--- src/rtl/mole_pkg.sv ---
package mole_pkg;

   localparam int kp_lines = 4;    // keypad rows, also columns
   localparam int holes = 16;
   localparam int dot_lines = 8;
   localparam int hole_w = 4;
   localparam int row_w = 3;
   localparam int seg_w = 7;

   localparam int game_time = 30;  // countdown start, in mole steps
   localparam int score_max = 99;

   localparam int key_div_default = 500000;
   localparam int mole_div_default = 25000000;
   localparam int dot_div_default = 2500;

   typedef logic [hole_w-1:0] hole_t;

   typedef struct packed {
      logic  valid;
      hole_t hole;
   } press_t;

   typedef struct packed {
      logic  shown;
      hole_t hole;
   } mole_t;

   typedef struct packed {
      logic [seg_w-1:0] tens;
      logic [seg_w-1:0] ones;
   } seg_pair_t;

   // fixed pop-up order
   localparam hole_t mole_order [0:holes-1] = '{
      4'd12, 4'd4, 4'd8, 4'd13, 4'd0, 4'd3, 4'd1, 4'd7,
      4'd14, 4'd5, 4'd9, 4'd2, 4'd11, 4'd6, 4'd10, 4'd15
   };

   // active low, bit 0 = a ... bit 6 = g
   localparam logic [seg_w-1:0] seg_font [0:9] = '{
      7'b1000000, 7'b1111001, 7'b0100100, 7'b0110000, 7'b0011001,
      7'b0010010, 7'b0000010, 7'b1111000, 7'b0000000, 7'b0010000
   };

endpackage

--- src/rtl/tick_divider.sv ---
`timescale 1ns/10ps

module tick_divider #(
   parameter int div = 4
) (
   input  logic clk,
   input  logic rst,
   output logic tick
);

   localparam int cnt_w = (div > 1) ? $clog2(div) : 1;

   logic [cnt_w-1:0] cnt;

   always_ff @(posedge clk or negedge rst) begin
      if (!rst) begin
         cnt <= '0;
         tick <= 1'b0;
      end else begin
         tick <= (cnt == cnt_w'(div - 1));    // registered, lands div cycles out
         cnt <= (cnt == cnt_w'(div - 1)) ? '0 : cnt + 1'b1;
      end
   end

endmodule

--- src/rtl/keypad_scan.sv ---
`timescale 1ns/10ps

module keypad_scan (
   input  logic                           clk,
   input  logic                           rst,
   input  logic                           key_tick,
   input  logic [mole_pkg::kp_lines-1:0]  keypad_col,
   output logic [mole_pkg::kp_lines-1:0]  keypad_row,
   output mole_pkg::press_t               press
);

   localparam int col_w = $clog2(mole_pkg::kp_lines);
   localparam logic [mole_pkg::kp_lines-1:0] row_first = {1'b1, {(mole_pkg::kp_lines-1){1'b0}}};

   logic [col_w-1:0]              row_idx;
   logic [mole_pkg::holes-1:0]    down;        // keys seen down at last scan
   logic [mole_pkg::kp_lines-1:0] col_down;    // index 0 is keypad_col msb
   logic [col_w-1:0]              first_col;
   logic                          any_down;
   mole_pkg::hole_t               hit;

   assign keypad_row = ~(row_first >> row_idx);   // one low line, msb first

   always_comb begin
      col_down = '0;
      any_down = 1'b0;
      first_col = '0;
      for (int c = mole_pkg::kp_lines - 1; c >= 0; c--) begin
         col_down[c] = ~keypad_col[mole_pkg::kp_lines-1-c];
         if (col_down[c]) begin
            first_col = col_w'(c);   // lowest index wins
            any_down = 1'b1;
         end
      end
   end

   assign hit = {row_idx, first_col};   // row * 4 + col

   always_ff @(posedge clk or negedge rst) begin
      if (!rst) begin
         row_idx <= '0;
         down <= '0;
         press <= '0;
      end else begin
         press.valid <= 1'b0;
         if (key_tick) begin
            down[row_idx*mole_pkg::kp_lines +: mole_pkg::kp_lines] <= col_down;
            press.valid <= any_down && !down[hit];   // fresh press only
            press.hole <= hit;
            row_idx <= row_idx + 1'b1;
         end
      end
   end

endmodule

--- src/rtl/mole_sequencer.sv ---
`timescale 1ns/10ps

module mole_sequencer (
   input  logic            clk,
   input  logic            rst,
   input  logic            mole_tick,
   output mole_pkg::mole_t mole
);

   logic [mole_pkg::hole_w-1:0] pos;   // wraps after 16 entries

   always_ff @(posedge clk or negedge rst) begin
      if (!rst) begin
         pos <= '0;
         mole <= '0;
      end else if (mole_tick) begin
         mole.shown <= 1'b1;
         mole.hole <= mole_pkg::mole_order[pos];
         pos <= pos + 1'b1;
      end
   end

endmodule

--- src/rtl/dot_matrix_scan.sv ---
`timescale 1ns/10ps

module dot_matrix_scan (
   input  logic                           clk,
   input  logic                           rst,
   input  logic                           dot_tick,
   input  mole_pkg::mole_t                mole,
   input  logic                           active,
   output logic [mole_pkg::dot_lines-1:0] dot_row,
   output logic [mole_pkg::dot_lines-1:0] dot_col
);

   localparam logic [mole_pkg::dot_lines-1:0] top_row = {1'b1, {(mole_pkg::dot_lines-1){1'b0}}};
   localparam logic [mole_pkg::dot_lines-1:0] left_pair = {2'b11, {(mole_pkg::dot_lines-2){1'b0}}};

   logic [mole_pkg::row_w-1:0]     r;
   logic [mole_pkg::dot_lines-1:0] pattern;

   // 2x2 block, rows 2*(h/4) and next, columns from h%4
   always_comb begin
      pattern = '0;
      if (active && mole.shown && (r[mole_pkg::row_w-1:1] == mole.hole[3:2]))
         pattern = left_pair >> {mole.hole[1:0], 1'b0};
   end

   always_ff @(posedge clk or negedge rst) begin
      if (!rst) begin
         r <= '0;
         dot_row <= '1;   // all rows off
         dot_col <= '0;
      end else if (dot_tick) begin
         dot_row <= ~(top_row >> r);
         dot_col <= pattern;
         r <= r + 1'b1;
      end
   end

endmodule

--- src/rtl/score_timer.sv ---
`timescale 1ns/10ps

module score_timer (
   input  logic             clk,
   input  logic             rst,
   input  logic             mole_tick,
   input  mole_pkg::press_t press,
   input  mole_pkg::mole_t  mole,
   output logic [6:0]       score,
   output logic [4:0]       time_left,
   output logic             active
);

   logic hit;

   assign hit = press.valid && mole.shown && active && (press.hole == mole.hole);

   always_ff @(posedge clk or negedge rst) begin
      if (!rst) begin
         score <= '0;
         time_left <= 5'(mole_pkg::game_time);
         active <= 1'b1;
      end else begin
         if (hit && (score != 7'(mole_pkg::score_max)))
            score <= score + 1'b1;   // saturates at 99
         if (mole_tick && active) begin
            time_left <= time_left - 1'b1;
            if (time_left == 5'd1)
               active <= 1'b0;   // game over, held until reset
         end
      end
   end

endmodule

--- src/rtl/seg_pair_decoder.sv ---
`timescale 1ns/10ps

module seg_pair_decoder (
   input  logic [6:0]          value,
   output mole_pkg::seg_pair_t seg
);

   logic [6:0] tens;
   logic [6:0] ones;

   assign tens = value / 7'd10;
   assign ones = value % 7'd10;

   always_comb begin
      seg.ones = mole_pkg::seg_font[ones[3:0]];
      if (tens > 7'd9)
         seg.tens = '1;   // out of range, blank
      else
         seg.tens = mole_pkg::seg_font[tens[3:0]];
   end

endmodule

--- src/rtl/whack_top.sv ---
`timescale 1ns/10ps

module whack_top #(
   parameter int key_div = mole_pkg::key_div_default,
   parameter int mole_div = mole_pkg::mole_div_default,
   parameter int dot_div = mole_pkg::dot_div_default
) (
   input  logic                           clk,
   input  logic                           rst,
   input  logic [mole_pkg::kp_lines-1:0]  keypad_col,
   output logic [mole_pkg::kp_lines-1:0]  keypad_row,
   output logic [mole_pkg::dot_lines-1:0] dot_row,
   output logic [mole_pkg::dot_lines-1:0] dot_col,
   output mole_pkg::seg_pair_t            score_seg,
   output mole_pkg::seg_pair_t            time_seg
);

   logic             key_tick;
   logic             mole_tick;
   logic             dot_tick;
   mole_pkg::press_t press;
   mole_pkg::mole_t  mole;
   logic [6:0]       score;
   logic [4:0]       time_left;
   logic             active;

   tick_divider #(.div(key_div)) u_key_div (.clk(clk), .rst(rst), .tick(key_tick));
   tick_divider #(.div(mole_div)) u_mole_div (.clk(clk), .rst(rst), .tick(mole_tick));
   tick_divider #(.div(dot_div)) u_dot_div (.clk(clk), .rst(rst), .tick(dot_tick));

   keypad_scan u_keypad (
      .clk(clk), .rst(rst), .key_tick(key_tick),
      .keypad_col(keypad_col), .keypad_row(keypad_row), .press(press)
   );

   mole_sequencer u_mole (.clk(clk), .rst(rst), .mole_tick(mole_tick), .mole(mole));

   score_timer u_score (
      .clk(clk), .rst(rst), .mole_tick(mole_tick), .press(press), .mole(mole),
      .score(score), .time_left(time_left), .active(active)
   );

   dot_matrix_scan u_matrix (
      .clk(clk), .rst(rst), .dot_tick(dot_tick), .mole(mole), .active(active),
      .dot_row(dot_row), .dot_col(dot_col)
   );

   seg_pair_decoder u_score_seg (.value(score), .seg(score_seg));
   seg_pair_decoder u_time_seg (.value({2'b00, time_left}), .seg(time_seg));

endmodule

--- config.mk ---
export PLATFORM = sky130hd
export DESIGN_NAME = whack_top
export DESIGN_NICKNAME = d
export VERILOG_FILES = /design/src/rtl/mole_pkg.sv /design/src/rtl/tick_divider.sv /design/src/rtl/keypad_scan.sv /design/src/rtl/mole_sequencer.sv /design/src/rtl/dot_matrix_scan.sv /design/src/rtl/score_timer.sv /design/src/rtl/seg_pair_decoder.sv /design/src/rtl/whack_top.sv
export SDC_FILE = /design/constraint.sdc
export NUM_CORES = 1
export LEC_CHECK = 0
export BUFFER_PORTS_ARGS = -buffer_cell sky130_fd_sc_hd__buf_2
export CAP_MARGIN = 20
export CORE_MARGIN = 2
export CORE_UTILIZATION = 56
export DETAILED_ROUTE_END_ITERATION = 12
export GPL_TIMING_DRIVEN = 1
export HOLD_SLACK_MARGIN = 0.03
export PLACE_DENSITY = 0.78
export SLEW_MARGIN = 40
export SYNTH_ARGS = -nofsm -noshare
export SYNTH_HDL_FRONTEND = slang
export SYNTH_HIERARCHICAL = 1
export SYNTH_SLANG_ARGS = --single-unit
--- constraint.sdc ---
create_clock -name clk -period 3.1 [get_ports clk]
set_input_delay 0 -clock clk [delete_from_list [all_inputs] [get_ports clk]]
set_output_delay 0 -clock clk [all_outputs]
set_load 0.02 [all_outputs]
==> reports/metrics.csv <==
stage,metric,value,unit
status,status,"complete, but fails checks",
status,failing checks,negative setup slack,
timing,Relative slew margins,0.505,
floorplan,Vert. Die Dim,124,um
place,placed wire-length estimate,11600,um
critical_path,Worst setup SP type,register,
critical_path,Crit. End Element,output port,
timing,clk_skew,0.00680,ns
synth,Ys Warns,6,
place,DP Worst Slack,-0.0837,ns
cells_and_area,final instance area,0.0101,mm^2
power,Comb pwr share,0.092,
power,switching pwr,867,uW
power,Power Density,392,mW/mm^2
grt,grt total ovfl,0,
synth,Post-synth ARST share,1.00,
cells_and_area,filler-free cell count of the finished design,1146,
cells_and_area,multi-input logic area,0.00503,mm^2
drt,Pre-Repair DR Iteration Count,7,
drt,Via density,5.92,
run,Max Cap Viol,0,
floorplan,Die W,124,um
critical_path,reg2reg path depth,6,
timing,Final Hold Violating Endpoints,0,
timing,Fin Hold WS,0.196,ns
place,port buffer count,52,
timing,unrepaired setup endpoints after global routing,yes,
synth,Post-synth EDFFs,0,
timing,Slew Limit Fails,0,
cells_and_area,fin util,0.721,
floorplan,I/O pin cnt,54,
min_path,HP Class,primary input to async pin,
clocking,clock latency on the worst-skew pair,0.41,ns
synth,Netlist cell types,90,
drt,via count,6781,
cells_and_area,FILL cells,1008,
timing,Final WS setup,-0.353,ns
cells_and_area,most frequent cells in the layout,"dfrtp_1 (102), nand2_1 (78), buf_4 (69)",
drt,drt wl/cell,15.6,um
power,clock network power share,0.514,
timing,fmax,290,MHz
floorplan,initial core utilization,0.576,
synth,Post-Syn Area,0.00805,mm^2
synth,average cell area after synthesis,9.63,um^2
clocking,CTS tree,done,
drt,Post-DRT Antenna Nets,0,
timing,Slew @ Worst Pin,0.734,ns
timing,Tmin final,3.45,ns
cells_and_area,Storage cell area,0.00300,mm^2
floorplan,die area,0.0154,mm^2
cells_and_area,NumNets Final,1003,
clocking,total CTS buffers,17,
critical_path,WP data arrival,3.45,ns
clocking,CTS Buffer Depth,2,
grt,All-Layer GR Usage,0.240,
critical_path,FF-to-FF Start,u_key_div/cnt[0],
place,placed instance area,0.00893,mm^2
drt,# DRC,0,
power,worst ir drop on vdd,369,uV
critical_path,Worst Path Max Fanout,5,
clocking,CTS Sinks,119,
critical_path,critical register-to-register path endpoint,u_key_div/cnt[5],
synth,#FFs+latches synth,119,
drt,DRT iter0 DRCs,537,
clocking,CTS root buffer,clkbuf_16,
power,P_leak,4.33,nW
cells_and_area,Area Growth Syn to Fin,25.2,%
clocking,Worst-path clk slew,0.06,ns
clocking,H-tree depth,4,
floorplan,area of the core,0.0140,mm^2
critical_path,path type of the worst setup path,register to output port,
synth,Synth Instances,836,
timing,endpoints failing setup,26,
drt,Routed WL,17900,um
place,Placed Cells,1085,
power,Sw Ratio,0.219,
synth,predominant post-synthesis flop cell,dfrtp_1,
grt,maximum number of pins on one net before global-route repair,80,
grt,via count of the first global-routing pass,6368,
grt,first-pass GRT wire length,29500,um
cells_and_area,ANT cells,0,
cells_and_area,"most common cell after layout, fill and taps aside",dfrtp_1,
critical_path,worst reg-to-reg setup slack,0.93,ns
timing,period utilisation layout,1.11,
grt,initial antenna violation count,0,
place,RD Place Congestion,0.843,
critical_path,Worst EP required,3.10,ns
floorplan,row count,43,
cells_and_area,layout cell share with drive strength beyond 1,0.299,
synth,post-synthesis sequential area ratio,0.372,
power,sequential share of power,0.394,
power,Int Pwr,3.08,mW
-- kinds of logic (layout without fill, tap and decap cells) --
kind of cell               count (synthesis)  count (layout)  share of synthesized area
muxes                                     17              17                     0.0230
xor gates and xnor gates                  62              62                     0.0721
DFF                                      119             119                      0.372
adders and majority gates                 44              44                     0.0684
and+or+nand+nor                          330             330                      0.232
AOI/OAI and AO/OA                        178             179                      0.176
buffers and inverters                     85             210                     0.0562
other                                      1               5                   0.000466
-- metrics by stage --
stage	power (mW)	setup TNS, ns
floorplan	1.77	-2.44
global placement	1.85	-0.00161
detailed placement	1.85	-0.599
CTS	3.94	-7.93
global route	4.07	-11.12
finish	3.95	-6.82
-- timing repair --
action	CTS	global route
hold buffers	5	0
pin swaps	28	13
setup buffers	16	8
gates cloned	1	0
setup endpoints to repair	26	26
hold endpoints to repair	83	0
resized for setup	57	26
-- per-layer routing --
| layer | track usage | part of all wire |
|---|---|---|
| met5 | 0 | 0 |
| met4 | 0.0983 | 0.022 |
| met3 | 0.0421 | 0.040 |
| met2 | 0.390 | 0.48 |
| met1 | 0.318 | 0.45 |
-- cell type report --
class	instances	share of cell area
clock inverter	9	0.0149
clock buffer	23	0.0454
sequential	119	0.298
tap	180	0.0223
multi-input combinational	637	0.499
inverter	47	0.0175
timing repair buffer	131	0.104
-- synthesized netlist by cell type (5+ instances only) --
master     number  share of area
dfstp_2        13          0.042
nand4bb_1       5         0.0070
nor4_1         11         0.0085
mux2i_1        11          0.014
a31oi_1        12         0.0093
xnor2_1        40          0.044
nand3b_1        6         0.0056
o31ai_1        21          0.020
nand3_1        46          0.029
nand2_1        80          0.037
a21oi_1        23          0.014
nand4_1        22          0.017
nor3_1         10         0.0062
a21o_1          6         0.0056
dfrtp_1       106           0.33
nor2_1         51          0.024
buf_2          20          0.012
xor2_1         20          0.022
inv_1          46          0.021
nand4b_1        5         0.0054
o21ai_0        38          0.024
nand2b_1       20          0.016
ha_1           44          0.068
and3_1         10         0.0078
nor2b_1        16          0.012
buf_6          11          0.015
a211oi_1        5         0.0047
buf_4           6         0.0056
-- registers in the layout, summed over array words and instances (netlist names), 2 cells and up --
register,cells
u_key_div/cnt,19
u_keypad/down,16
u_matrix/dot_col,4
u_matrix/dot_row,8
u_matrix/r,3
u_dot_div/cnt,12
u_mole/mole,5
u_mole_div/cnt,25
u_keypad/row_idx,2
u_keypad/press,5
u_score/time_left,5
u_mole/pos,4
u_score/score,7
-- power groups by stage --
stage               clock network (mW)  registers [mW]  logic (mW)
global route                      2.13            1.55       0.392
global placement                     0            1.58       0.264
finish                            2.03            1.56       0.364
detailed placement                   0            1.58       0.267
floorplan                            0            1.58       0.183
CTS                               2.06            1.56       0.325
-- worst max-delay path by stage --
stage	startpoint	to	slack (ns)	depth (start not counted)
floorplan	u_score/score[4]	score_seg[7]	-0.27	15
global placement	u_score/score[2]	score_seg[7]	-0.002	14
detailed placement	u_score/score[5]	score_seg[7]	-0.08	14
CTS	u_score/score[4]	score_seg[7]	-0.40	15
global route	u_score/score[2]	score_seg[10]	-0.56	16
finish	u_score/score[2]	score_seg[7]	-0.35	14
-- critical path, stage by stage (launching register included) --
cell,delay [ns]
dfrtp_2,0.44
nor2b_1,0.15
a22o_1,0.24
a221oi_4,0.25
ha_2,0.26
nand2b_1,0.09
a32oi_2,0.21
o221ai_2,0.13
a211o_1,0.34
a21oi_4,0.17
inv_2,0.07
ha_4,0.17
a211o_4,0.30
nand4_1,0.08
buf_4,0.14
Note: power is estimated with default switching activity, not from simulation.
